--- config.mk ---
export PLATFORM = sky130hd
export DESIGN_NAME = lut_unit
export DESIGN_NICKNAME = d
export VERILOG_FILES = /design/src/hdl/lut_pkg.sv /design/src/hdl/lut_unit.sv
export VERILOG_INCLUDE_DIRS = /design/src /design/src/hdl
export SDC_FILE = /design/constraint.sdc
export NUM_CORES = 1
export LEC_CHECK = 0
export BUFFER_PORTS_ARGS = -buffer_cell sky130_fd_sc_hd__buf_2
export CORE_AREA = 2 2 124 126
export DETAILED_ROUTE_END_ITERATION = 8
export DIE_AREA = 0 0 126 128
export PLACE_DENSITY_LB_ADDON = 0.15
export SLEW_MARGIN = 20
export SYNTH_ARGS = -nofsm -noshare
export SYNTH_HDL_FRONTEND = slang
export SYNTH_SLANG_ARGS = --single-unit
--- constraint.sdc ---
create_clock -name clk -period 2.2 [get_ports clk]
set_input_delay 0.44 -clock clk [delete_from_list [all_inputs] [get_ports clk]]
set_output_delay 0.44 -clock clk [all_outputs]
set_load 0.005 [all_outputs]
--- src/hdl/lut_consts.svh ---
`ifndef LUT_CONSTS_SVH
`define LUT_CONSTS_SVH

// ############################
// table geometry
// ############################

// one table word, also the width of a lookup index on the stream
`define LUT_DATA_W 32

// entry select, low bits of each index
`define LUT_ADDR_W 8

// entries in the table
`define LUT_DEPTH  256

// APB byte strobes per table word
`define LUT_STRB_W (`LUT_DATA_W / 8)

`endif
--- src/hdl/lut_pkg.sv ---
`include "lut_consts.svh"

package lut_pkg;

   // ############################
   // host write path
   // ############################

   typedef struct packed {
      logic                   valid;   // one-cycle strobe
      logic [`LUT_ADDR_W-1:0] addr;    // entry number
      logic [`LUT_DATA_W-1:0] wdata;
   } lut_wr_t;

   // ############################
   // lookup stream
   // ############################

   typedef struct packed {
      logic [`LUT_DATA_W-1:0] idx0;    // only low addr bits used
      logic [`LUT_DATA_W-1:0] idx1;
   } lut_req_t;

   typedef struct packed {
      logic [`LUT_DATA_W-1:0] val0;    // table[idx0]
      logic [`LUT_DATA_W-1:0] val1;    // table[idx1]
   } lut_rsp_t;

   // one RAM port command
   typedef struct packed {
      logic [`LUT_ADDR_W-1:0] addr;
      logic [`LUT_DATA_W-1:0] wdata;
      logic                   en;
      logic                   we;
   } dp_port_t;

endpackage

--- src/hdl/lut_unit.sv ---
`include "lut_consts.svh"

module lut_unit
   import lut_pkg::*;
(
   input  logic                   clk,
   input  logic                   rst,
   input  lut_wr_t                wr,
   output logic                   wr_done,
   input  logic                   in_valid,
   input  lut_req_t               in_req,
   output logic                   in_ready,
   output logic                   out_valid,
   output lut_rsp_t               out_rsp,
   output dp_port_t               port_a,
   output dp_port_t               port_b,
   input  logic [`LUT_DATA_W-1:0] rdata_a,
   input  logic [`LUT_DATA_W-1:0] rdata_b
);

   logic                   wr_pend;
   logic [`LUT_ADDR_W-1:0] wr_addr;
   logic [`LUT_DATA_W-1:0] wr_data;
   logic                   accept;
   logic                   rd_v;    // RAM read in flight
   logic                   out_v;   // output register loaded

   // ############################
   // write request
   // ############################

   always_ff @(posedge clk or posedge rst) begin
      if (rst) begin
         wr_pend <= 1'b0;
      end else begin
         wr_pend <= wr.valid;
      end
   end

   always_ff @(posedge clk) begin
      if (wr.valid) begin
         wr_addr <= wr.addr;
         wr_data <= wr.wdata;
      end
   end

   assign wr_done  = wr_pend;    // write lands this cycle
   assign in_ready = !wr_pend;   // port A busy
   assign accept   = in_valid && in_ready;

   // ############################
   // RAM ports
   // ############################

   always_comb begin
      port_a.addr  = wr_pend ? wr_addr : in_req.idx0[`LUT_ADDR_W-1:0];
      port_a.wdata = wr_data;
      port_a.en    = wr_pend || accept;
      port_a.we    = wr_pend;
      port_b.addr  = in_req.idx1[`LUT_ADDR_W-1:0];
      port_b.wdata = '0;
      port_b.en    = accept;
      port_b.we    = 1'b0;   // read only
   end

   // ############################
   // result pipe
   // ############################

   always_ff @(posedge clk or posedge rst) begin
      if (rst) begin
         rd_v  <= 1'b0;
         out_v <= 1'b0;
      end else begin
         rd_v  <= accept;
         out_v <= rd_v;
      end
   end

   always_ff @(posedge clk) begin
      if (rd_v) begin
         out_rsp <= '{val0: rdata_a, val1: rdata_b};
      end
   end

   assign out_valid = out_v;

   a_no_accept_on_write: assert property (@(posedge clk) disable iff (rst)
      wr.valid |=> !(in_valid && in_ready));
   a_out_latency: assert property (@(posedge clk) disable iff (rst)
      (in_valid && in_ready) |-> ##2 out_valid);

endmodule

* Word level (Yosys, flattened, before mapping)
Cells that the tools add are included.
** Storage, ports and cells
- Output and inout bits :: 151
- Bits in registers :: 107
- Bits of input ports :: 172
** Operators by class
- Mux-type cells :: 1
- Reductions and logical operators :: 3
** Operators with widths (count)
- $mux 8 :: 1
- $logic_and 1x1->1 :: 1
- $logic_not 1->1 :: 1
- $logic_or 1x1->1 :: 1

* Logic depth before layout (Yosys ltp)
- Word-level depth :: 3
- Mapped depth :: 3

* Worst setup path before layout
No wires, ideal clock.
- Path type :: reg-to-reg
- From :: register rd_v
- To :: register out_rsp[0] in the netlist's numbering, enable pin
- Cell stages (with the launch flop) :: 1
- Setup time :: 0.422 ns
- Data required time :: 1.778 ns
- Arrival :: 1.599 ns
- Path buffers :: 0
- Path slack :: 0.180 ns
- Cell sequence :: dfrtp_1
** RTL lines
- start, declared :: RTL line lut_unit.sv:25 : logic rd_v;
- start signal, assigned :: RTL line lut_unit.sv:75 : rd_v <= accept;
- end signal, assigned :: RTL line lut_unit.sv:82 : out_rsp <= '{val0: rdata_a, val1: rdata_b};
- end, declared :: RTL line lut_unit.sv:14 : output lut_rsp_t out_rsp,
No word-level cell between the ends.

==> metrics.yaml <==
run_status:
  status: "finished, final reports clean"
pwr:
  power.density_nw_per_um2: 827
  vdd_ir_drop_max_v: 0.000504
  p_int_uw: 3330
  leakagePower_uw: 0.00226
  clockPowerShare_pct: 36.6
  power.total_uw: 4270
  switching_share_pct: 22.0
  seqPwrFrac_pct: 56.1
  power_frac_comb_pct: 7.3
  p_switching_uw: 942
min_path:
  min_path_type: "input port to register"
sta:
  setup_violations: 0
  clock.fmax_mhz: 491
  grt_setup_unrepaired: "no"
  period_share_pct: 92.6
  tns_ps: 0
  maxSlewViolCount: 0
  slew-limit-headroom_pct: 62.7
  finClkSkew_ps: 6.09
  final_hold_viol_count: 0
  layout_min_cycle_time_ps: 2040
  tightest_slew_ps: 560
  hold_ws_ps: 259
route:
  post-route-drc-count: 0
  drt-initial-drc-count: 42
  via_per_inst: 3.71
  drt_first_pass_iters: 4
  final_antenna_net_count: 0
  drt-total-wl_um: 8210
  dr_total_vias: 2165
  wl_per_cell_um: 14.1
layout:
  fin_area_um2: 5160
  area_growth_pct: 40.5
  drive_gt1_share_pct: 63.9
  n_fill_cell: 1510
  layout.cells.most_common_list: "225 x buf_2, 104 x edfxtp_1, 33 x conb_1, 9 x clkbuf_16, 7 x mux2_4"
  diodes: 0
  fin_nets: 563
  mostFrequentLayoutCell: "buf_2"
critical_path:
  crit_path_max_fanout: 13
  cpPeakStageDelay_ps: 700
  crit_slowest_cell: "dfrtp_1"
  cp_cell_sequence: "mux2_2 -> buf_2"
  crit_arrival_ps: 1600
  cp-start-kind: "register"
  r2r_setup_slack_ps: 960
  worstPathRequired_ps: 1760
  cp-end-kind: "output port"
  crit_type: "register to output port"
placement:
  place_congestion: 0.662
  port_buffers: 225
  hpwlAfterDp_um: 6300
  dpl_cell_area_um2: 4860
clock_tree:
  cts_tree: "done"
  htree_num_levels: 3
  cts_resized: 0
  clkSlewWorstSetupHoldPaths_ps: 80
  worstSkewPairLatency_ps: 340
  cts_buffer_depth: 2
  clock-root-buffer: "clkbuf_16"
  cts.sinks: 107
  cts_buffers: 9
grt:
  grt_pass1_vias: 2192
  grt_antenna_before_repair: 1
  gr-usage-all-layers_pct: 9.92
  grt_max_degree: 53
  gr-total-overflow: 0
  grt_pass1_wl_um: 11800
floorplan:
  row_count: 45
  fp.dieH_um: 128
  coreArea_um2: 14900
  fp.dieArea_um2: 16100
  start_util_pct: 24.7
  io_pins: 323
  die_w_um: 126
logic_synthesis:
  yosys_warnings: 0
  syn_inst: 164
  syn_area_um2: 3670
  seq_area_frac_synth_pct: 87.0
  ys_types: 10
  avgSynthCellArea_um2: 22.4
  ys_ff_latch: 107
flow_run:
  cap_violations: 0
[state kept, by name, summed over array words and instances (netlist names)]
name / cells
wr_addr: 8
wr_data: 32
rd_v: 1
out_valid: 1
wr_done: 1
out_rsp: 64
[cells by family (layout without fill, tap and decap cells)]
logic type	Yosys count	in the layout	share of synthesized area, %
flops	107	107	87.0
buf+inv	46	246	9.30
other cells	1	33	0.102
simple gates	2	2	0.409
mux	8	8	3.17
[worst paths after layout]
check,startpoint,to,cells after the start
worst max-delay path,wr_done,port_a[39],2
worst min-delay path,wr[27],wr_data[27],1
min in group asynchronous,rst,wr_done,3
worst max register to register,rd_v,out_rsp[40],1
worst min register to register,rd_v,out_valid,0
max in group asynchronous,rst,rd_v,3
[repair_timing]
action	in CTS	in global routing
hold buffers	1	0
setup buffers	0	0
endpoints found under the hold margin	3	0
[Yosys cell counts, drive strengths merged]
cell      n  area share (%)
dfrtp     3             2.0
and2b     1            0.24
or2       1            0.17
inv       2            0.20
mux2      8             3.2
conb      1            0.10
edfxtp  104              85
buf      44             9.1
[power by group through the flow]
stage          sequential [µW]  combinational [µW]  clock, µW
3_5_place_dp              2450                 316          0
6_report                  2400                 310       1560
3_3_place_gp              2440                 314          0
2_1_floorplan             2470                 101          0
5_1_grt                   2410                 343       1720
4_1_cts                   2400                 318       1640
[per-layer routing]
layer  up-vias  GRT usage, %  share of wire (%)
li1        990             -                  -
met1       992          10.9                 37
met2       170          14.7                 46
met3        11          6.01                 15
met4         2          5.75                1.5
met5         -             0               0.16
[area by class of cell]
| type | count | area, µm² | share of cell area, % |
|---|---|---|---|
| clock buffers | 9 | 225 | 4.36 |
| clock inverters | 7 | 63.8 | 1.24 |
| inverters | 2 | 7.51 | 0.145 |
| multi-input cells | 43 | 255 | 4.94 |
| flip-flops and latches | 107 | 3200 | 62.0 |
| well taps | 188 | 235 | 4.56 |
| repair buffers | 228 | 1180 | 22.8 |
[metrics by stage]
step | setup WS (ps) | util (%) | cells
detailed placement | 485 | 32.7 | 567
finish | 162 | 34.7 | 584
CTS | 83.1 | 34.7 | 584
floorplan | 180 | - | 196
global placement | 522 | 32.7 | 567
global route | 62.5 | 34.7 | 584
[critical path: cells and delay by family, from the launching register on]
family   cells  cell delay (ps)
mux          1              410
buf+inv      1              130
flops        1              700
Note: power is estimated with default switching activity, not from simulation.
