### src/hdl/lut_consts.svh
`ifndef LUT_CONSTS_SVH
`define LUT_CONSTS_SVH

// ############################
// table geometry
// ############################

// one table word, also the width of a lookup index on the stream
`define LUT_DATA_W 32

// entry select, low bits of each index
`define LUT_ADDR_W 8

// entries in the table
`define LUT_DEPTH  256

// APB byte strobes per table word
`define LUT_STRB_W (`LUT_DATA_W / 8)

`endif
### src/hdl/lut_pkg.sv
`include "lut_consts.svh"

package lut_pkg;

   // ############################
   // host write path
   // ############################

   typedef struct packed {
      logic                   valid;   // one-cycle strobe
      logic [`LUT_ADDR_W-1:0] addr;    // entry number
      logic [`LUT_DATA_W-1:0] wdata;
   } lut_wr_t;

   // ############################
   // lookup stream
   // ############################

   typedef struct packed {
      logic [`LUT_DATA_W-1:0] idx0;    // only low addr bits used
      logic [`LUT_DATA_W-1:0] idx1;
   } lut_req_t;

   typedef struct packed {
      logic [`LUT_DATA_W-1:0] val0;    // table[idx0]
      logic [`LUT_DATA_W-1:0] val1;    // table[idx1]
   } lut_rsp_t;

   // one RAM port command
   typedef struct packed {
      logic [`LUT_ADDR_W-1:0] addr;
      logic [`LUT_DATA_W-1:0] wdata;
      logic                   en;
      logic                   we;
   } dp_port_t;

endpackage

### src/hdl/lut_apb_port.sv
`include "lut_consts.svh"

module lut_apb_port
   import lut_pkg::*;
(
   input  logic                   clk,
   input  logic                   rst,
   input  logic [31:0]            paddr,
   input  logic                   psel,
   input  logic                   penable,
   input  logic                   pwrite,
   input  logic [`LUT_DATA_W-1:0] pwdata,
   input  logic [`LUT_STRB_W-1:0] pstrb,
   output logic [`LUT_DATA_W-1:0] prdata,
   output logic                   pready,
   output logic                   pslverr,
   output lut_wr_t                wr,
   input  logic                   wr_done
);

   logic                   setup;
   logic                   accept;
   logic                   wr_valid_q;
   logic [`LUT_ADDR_W-1:0] wr_addr_q;
   logic [`LUT_DATA_W-1:0] wr_data_q;
   logic                   err_q;
   logic                   wr_wait;

   assign setup  = psel && !penable;
   assign accept = pwrite && (|pstrb) && (paddr[31:2] < `LUT_DEPTH);

   always_ff @(posedge clk or posedge rst) begin
      if (rst) begin
         wr_valid_q <= 1'b0;
         err_q      <= 1'b0;
         wr_wait    <= 1'b0;
      end else begin
         wr_valid_q <= setup && accept;   // high in first access cycle
         err_q      <= setup && !accept;
         if (setup && accept) begin
            wr_wait <= 1'b1;
         end else if (wr_done) begin
            wr_wait <= 1'b0;
         end
      end
   end

   always_ff @(posedge clk) begin
      if (setup && accept) begin
         wr_addr_q <= paddr[`LUT_ADDR_W+1:2];   // word addressed
         wr_data_q <= pwdata;
      end
   end

   assign wr      = '{valid: wr_valid_q, addr: wr_addr_q, wdata: wr_data_q};
   assign pready  = err_q || (wr_wait && wr_done);   // one wait state on writes
   assign pslverr = err_q;
   assign prdata  = '0;   // no host reads

   a_penable_psel: assert property (@(posedge clk) disable iff (rst) penable |-> psel);
   a_done_outstanding: assert property (@(posedge clk) disable iff (rst) wr_done |-> wr_wait);

endmodule

### config.mk
export PLATFORM = sky130hd
export DESIGN_NAME = lut_apb_port
export DESIGN_NICKNAME = d
export VERILOG_FILES = /design/src/hdl/lut_pkg.sv /design/src/hdl/lut_apb_port.sv
export VERILOG_INCLUDE_DIRS = /design/src /design/src/hdl
export SDC_FILE = /design/constraint.sdc
export NUM_CORES = 1
export LEC_CHECK = 0
export BUFFER_PORTS_ARGS = -buffer_cell sky130_fd_sc_hd__buf_2
export CAP_MARGIN = 30
export CORE_MARGIN = 1
export CORE_UTILIZATION = 40
export DETAILED_ROUTE_END_ITERATION = 10
export GPL_TIMING_DRIVEN = 0
export MAX_ROUTING_LAYER = met4
export PLACE_DENSITY_LB_ADDON = 0.2
export REMOVE_ABC_BUFFERS = 1
export SYNTH_ARGS = -nofsm -noshare
export SYNTH_HDL_FRONTEND = slang
export SYNTH_SLANG_ARGS = --single-unit
### constraint.sdc
create_clock -name clk -period 1.05 [get_ports clk]
set_input_delay 0.21 -clock clk [delete_from_list [all_inputs] [get_ports clk]]
set_output_delay 0.21 -clock clk [all_outputs]
set_load 0.02 [all_outputs]
* Yosys cells after proc, flatten, opt, wreduce, memory -nomap -nowiden
Index checks and enable logic that the tools add are counted.
** Storage, ports and cells
- Bits in registers :: 43
- Output and inout port bits :: 75
** Operators by class
- Reduce and logical (&&, ||, !) cells :: 11
- Magnitude comparators :: 1
- Muxes and demuxes :: 2
** Operators with widths (number)
- < comparator 30 x 9 -> 1 bit, second input constant :: 1
- logical AND 1 bit :: 6
- OR reduction 4 bit :: 1
- logical NOT 1 bit :: 2
- 2-to-1 mux 1 bit :: 2
- nonzero test 2 bit :: 1
- logical OR 1 bit :: 1

* Logic depth before layout (Yosys ltp)
Gate-level depths: netlist (run 1).
- Word-level depth :: 5
- Mapped depth :: 3
- Mapped depth without buffers :: 3

* Worst setup path before layout (run 1)
OpenSTA, ideal clock, no wires.
- Path kind :: in2reg
- Start point :: in paddr[29]
- End point :: reg wr_addr_q[0], enable pin
- Stages :: 3
- Slack :: -4.087 ns
- Arrival time :: 4.597 ns
- Library setup time :: 0.540 ns
- Path through :: nor4_2 nand4_1 nor4_1
** Between the ends
- Word-level cells in the longest chain between the ends :: 3
** RTL lines
- from (decl) :: line lut_apb_port.sv:8 : input logic [31:0] paddr,
- < comparator 30 x 9 -> 1 bit (no line)
- logical AND 1 bit :: line lut_apb_port.sv:30 : assign accept = pwrite && (|pstrb) && (paddr[31:2] < `LUT_DEPTH);
- logical AND 1 bit :: line lut_apb_port.sv:49 : if (setup && accept) begin
- to (signal assigned) :: line lut_apb_port.sv:50 : wr_addr_q <= paddr[`LUT_ADDR_W+1:2];
- to (decl) :: line lut_apb_port.sv:24 : logic [`LUT_ADDR_W-1:0] wr_addr_q;
No other way between the ends.
A chain may end at the register's enable or synchronous reset.

* Worst setup path in the final report (run 1)
- Start point :: in paddr[23]
- End point :: reg wr_data_q[31], enable pin
** Between the ends
- Word-level cells in the longest chain between the ends :: 3
** RTL lines
- < comparator 30 x 9 -> 1 bit (no line)
- logical AND 1 bit :: line lut_apb_port.sv:30
- logical AND 1 bit :: line lut_apb_port.sv:49
- to (signal assigned) :: line lut_apb_port.sv:51 : wr_data_q <= pwdata;
- to (decl) :: line lut_apb_port.sv:25 : logic [`LUT_DATA_W-1:0] wr_data_q;
No other way between the ends.

==> results of run 1 <==
cell type report:
class                   count  area (um2)  share of cell area
inverters                   2        7.51             0.00278
clock inverters             1        30.0              0.0111
repair buffers            127         942               0.349
clock buffers               6        72.6              0.0269
flip-flops and latches     43        1280               0.473
multi-input cells          47         308               0.114
well taps                  50        62.6              0.0232
power groups by stage:
stage          sequential, mW  combinational [mW]  clock [mW]
2_1_floorplan            1.91               0.118           0
3_3_place_gp             1.91               0.255           0
3_5_place_dp             1.91               0.266           0
4_1_cts                  1.87               0.299        1.22
5_1_grt                  1.87               0.330        1.28
6_report                 1.87               0.308        1.19
sequential cells by signal (all words and copies together), names as in the netlist:
register / count
wr_data_q: 32
wr_addr_q: 8
pslverr: 1
wr_valid_q: 1
wr_wait: 1
routing by layer:
| layer | up-vias | routed length (um) |
|---|---|---|
| met5 | - | 0 |
| met4 | 0 | 24 |
| met3 | 2 | 273 |
| met2 | 87 | 2240 |
| met1 | 531 | 1280 |
| li1 | 541 | - |
metrics by stage:
| step | std cells | area, um2 | setup WS [ps] |
|---|---|---|---|
| 2_1_floorplan | 92 | 1530 | -4090 |
| 3_3_place_gp | 256 | 2160 | -5550 |
| 3_5_place_dp | 260 | 2200 | -1180 |
| 4_1_cts | 273 | 2490 | -374 |
| 5_1_grt | 276 | 2700 | -426 |
| 6_report | 276 | 2700 | -382 |
cells in the mapped netlist:
cell / n
dfrtp_1: 3
nand4_1: 1
nand2b_1: 1
nand2_1: 1
conb_1: 1
nand3b_1: 1
buf_4: 33
o21ba_2: 1
a21o_1: 1
nor4_1: 3
nor4_2: 3
o32ai_1: 1
edfxtp_1: 40
inv_1: 2
nor3_1: 1
nor4b_2: 1
layout by cell type (no fill, tap or decap), drive strengths merged:
cell type / Yosys / final
dfrtp: 3 / 3
nor4b: 1 / 1
inv: 2 / 2
nand2: 1 / 1
o32ai: 1 / 1
edfxtp: 40 / 40
conb: 1 / 32
o21ba: 1 / 1
clkbuf: 0 / 7
nand4: 1 / 1
dlygate4sd3: 0 / 1
nand3b: 1 / 1
nor3: 1 / 1
a21o: 1 / 1
nor4: 6 / 6
bufinv: 0 / 1
nand2b: 1 / 1
buf: 33 / 125
final timing paths:
check | slack, ps | to
min in group asynchronous | 340 | wr_wait
max in group asynchronous | 590 | wr_valid_q
worst max-delay path | -380 | wr_data_q[31]
worst min-delay path | 100 | wr_data_q[22]
worst max register to register | 290 | wr_wait
worst min register to register | 640 | wr_wait
logic make-up after synthesis:
kind of cell           count (synthesis)  share of synthesized area
AO/OA/AOI/OAI                          3                     0.0158
buffers and inverters                 35                      0.154
flip-flops                            43                      0.768
other                                  1                    0.00226
AND/OR/NAND/NOR                       12                     0.0602
critical path, cell delays in order:
cell and delay (ps):
buf_6 100, nor4b_4 270, nand4_1 190, nor4_4 320
buf_4 200, clkbuf_16 140
timing repair:
action                                  CTS  global route
pin swaps                                 2             2
hold endpoints to repair                  3             0
endpoints found under the setup margin   45            74
gates resized for setup                  26            50
hold buffers                              1             0
cloned                                    1             1
setup buffers                             4             2
==> results.json, run 1 <==
{
  "layout_min_cycle_time_ps": 1430,
  "required_ps": 1050,
  "synth-seq-cells": 43,
  "hold_ws_ps": 97.1,
  "track_usage": 0.161,
  "status": "finished with violations",
  "drtIter0Drc": 69,
  "clkSinkCount": 43,
  "failed_checks": "negative setup slack",
  "grtUsageMet3": 0.0462,
  "gr-usage-met1": 0.154,
  "seq_power_share": 0.556,
  "rr_startpoint": "wr_wait",
  "path_class": "in2reg",
  "synth-seq-area-share": 0.768,
  "grt_first_pass_wirelength_um": 4950,
  "finClkSkew_ps": 0,
  "num_vias": 1161,
  "wire_per_inst_um": 13.8,
  "path_max_fanout": 5,
  "fmax_ghz": 0.698,
  "cts_tree": "yes",
  "clockBufferDepth": 2,
  "final.setup.worst_slack_ps": -382,
  "start_util": 0.415,
  "cts_max_level": 2,
  "combPwrFrac": 0.091,
  "postLayoutCoreUtil": 0.675,
  "p_leak_nw": 1.20,
  "slew_violations": 0,
  "swShare": 0.200,
  "drive_gt1_frac": 0.624,
  "yosysTopAreaCell": "edfxtp_1",
  "crit_start": "paddr[23]",
  "pwr-share-clk": 0.353,
  "internal_power_mw": 2.70,
  "grt_pass1_vias": 1139,
  "yosys.cell_types.count": 16,
  "powerDensity_nw_per_um2": 1250,
  "die-area_um2": 4420,
  "hp-class": "in2reg",
  "met2_usage": 0.306,
  "dieWidth_um": 66.5,
  "gr-max-usage-layer": "met2",
  "rsz0062_at_grt": "yes",
  "hold_path_depth": 1,
  "io_pins": 149,
  "clock_latency_ps": 270,
  "hold_viol_final": 0,
  "die_h_um": 66.5,
  "first_pass_iters": 4,
  "vdd_ir_drop_max_uv": 713,
  "grt_overflow": 0,
  "yosysTopAreaCellShare": 0.723,
  "yosysWarnings": 0,
  "crit_path_start_kind": "input pin",
  "drc": 0,
  "synth.area.top_cells": "edfxtp_1, buf_4, dfrtp_1, nor4_2, nor4_1",
  "wl_um": 3820,
  "drtAntennaViolNets": 0,
  "area_growth_pct": 62.4,
  "place.gp.congestion": 0.687,
  "max_cap_viol_count": 0,
  "clkTransAtPathRegs_ps": 80,
  "syn_area_per_cell_um2": 17.7,
  "avgViaCountPerCell": 4.21,
  "power_switching_mw": 0.674,
  "fin_crit_sh": 1.36,
  "finalSetupViolCount": 44,
  "worstHoldStart": "pwdata[22]",
  "end_kind": "register",
  "finalPower_mw": 3.37,
  "antenna_found_initial": 0,
  "grt_max_degree": 13,
  "core_area_um2": 4000,
  "diodes": 0,
  "synth_area_um2": 1660,
  "cts_root_buf": "clkbuf_8",
  "rr_worst_depth": 3,
  "worstPathArrival_ps": 1440,
  "cts_made_buffers": 5,
  "syn_inst": 94,
  "fillers": 312,
  "io_buffer_count": 114,
  "dpl.hpwl_um": 2830,
  "tns_ps": -14640,
  "rows": 23,
  "nets": 300
}
(Power assumes the default switching activity.)
==> inputs of run 2 (changes only) <==
SETUP_SLACK_MARGIN = 0.05   (was default)
SLEW_MARGIN = 20   (was default)
==> results.json, run 2 (same netlist as run 1, synthesis figures left out) <==
{
  "status": "finished with violations",
  "failed_checks": "negative setup slack",
  "die_h_um": 66.5,
  "hp-class": "in2reg",
  "first_pass_iters": 6,
  "met1Wirelength_um": 1210,
  "grt_max_degree": 14,
  "track_usage": 0.166,
  "clkTransAtPathRegs_ps": 80,
  "rr_startpoint": "wr_wait",
  "num_vias": 1200,
  "wl_um": 3810,
  "antenna_found_initial": 0,
  "largestRegisters": "wr_data_q: 32 flops, wr_addr_q: 8 flops",
  "nets": 306,
  "route.met2.wl_um": 2240,
  "area_growth_pct": 70.7,
  "end_kind": "register",
  "diodes": 0,
  "dpl.hpwl_um": 2740,
  "io_pins": 149,
  "crit_end": "wr_data_q[7]",
  "cts_tree": "yes",
  "core_area_um2": 4000,
  "grt_overflow": 0,
  "drive_gt1_frac": 0.631,
  "hold_ws_ps": 96.2,
  "grt_pass1_vias": 1137,
  "largest_register_ffs": 32,
  "max_cap_viol_count": 0,
  "drc": 0,
  "p_leak_nw": 1.25,
  "reg2reg_to": "wr_wait",
  "top_layer": "met4",
  "regMostFlops": "wr_data_q",
  "final.setup.worst_slack_ps": -479,
  "met3_length_um": 333,
  "layout_min_cycle_time_ps": 1530,
  "path_class": "in2reg",
  "dp_slack_ps": -1110,
  "powerDensity_nw_per_um2": 1110,
  "start_util": 0.415,
  "worstPathArrival_ps": 1530,
  "path_max_fanout": 8,
  "dp_cells": 262,
  "fmax_ghz": 0.654,
  "required_ps": 1060,
  "drtAntennaViolNets": 0,
  "cts_made_buffers": 5,
  "drtIter0Drc": 48,
  "fin_crit_sh": 1.46,
  "fin_cells": 283,
  "finClkSkew_ps": 0,
  "crit_path_start_kind": "input pin",
  "regToRegSetupSlack_ps": 290,
  "final_cell_mix": "buf_2, buf_6, edfxtp_1",
  "dieWidth_um": 66.5,
  "finalPower_mw": 3.14,
  "rsz0062_at_grt": "yes",
  "slew_violations": 0,
  "wire_per_inst_um": 13.5,
  "vdd_ir_drop_max_uv": 734,
  "grt_first_pass_wirelength_um": 5030,
  "die-area_um2": 4420,
  "cts_max_level": 2,
  "finalSetupViolCount": 44,
  "clockBufferDepth": 2,
  "avgViaCountPerCell": 4.24,
  "rows": 23,
  "final_common_cell": "buf_2",
  "crit_start": "paddr[24]",
  "io_buffer_count": 114,
  "hold_viol_final": 0,
  "rr_worst_depth": 3,
  "place.gp.congestion": 0.687,
  "clkSinkCount": 43,
  "cts_root_buf": "clkbuf_8",
  "clock_latency_ps": 280
}
## run 2: cell types whose count changed in the layout (fill, tap and decap cells not counted), moves of 2 or more
| cell | before | now |
|---|---|---|
| buf_6 | 35 | 53 |
| buf_2 | 82 | 69 |
| buf_12 | 0 | 2 |
| clkinv_1 | 0 | 2 |
| nor4_2 | 3 | 1 |
| nor4_4 | 3 | 5 |
## run 2: repair_timing
| item | in CTS | in global routing |
|---|---|---|
| setup endpoints to repair | 84 | 86 |
| hold buffers | 1 | 0 |
| setup buffers | 10 | 4 |
| pin swaps | 6 | 3 |
| hold endpoints to repair | 3 | 0 |
| gates resized for setup | 104 | 13 |
## run 2: worst min-delay path by stage
| stage | cells after the start | endpoint | slack [ps] | from |
|---|---|---|---|---|
| floorplan | 1 | pslverr | -40 | rst |
| global placement | 2 | wr_valid_q | 70 | rst |
| detailed placement | 2 | wr_wait | 80 | rst |
| CTS | 1 | wr_data_q[29] | 90 | pwdata[29] |
| global route | 1 | wr_data_q[29] | 80 | pwdata[29] |
| finish | 1 | wr_data_q[18] | 100 | pwdata[18] |
## run 2: layer usage
layer,GRT usage,vias to the layer above
met2,0.313,89
met4,0.0559,0
met1,0.160,554
li1,-,555
met5,-,-
met3,0.0497,2
## run 2: layout make-up
cell class	count	area, um2
inverters	2	7.51
flip-flops and latches	43	1280
multi-input cells	47	332
clock buffers	5	68.8
clock inverters	3	15.0
well taps	50	62.6
fillers	299	1160
repair buffers	133	1070
## run 2: stage by stage
stage / utilization / TNS, ps / cell area, um2
after floorplan: - / -167540 / 1530
after global placement: 0.541 / -225900 / 2160
after detailed placement: 0.551 / -38900 / 2200
after CTS: 0.690 / -14890 / 2760
after global routing: 0.709 / -19640 / 2840
final: 0.709 / -17470 / 2840
## run 2: report_power, final
part	switching, mW	internal [mW]	total [mW]
Combinational	0.183	0.135	0.319
Clock	0.502	0.451	0.953
Sequential	0.00155	1.87	1.87
Total	0.687	2.46	3.14
## run 2: worst max-delay path, stage by stage
cell	delay, ps
buf_8	100
nor4_4	280
nand4_1	210
nor4_4	310
buf_4	180
buf_8	120
buf_8	120
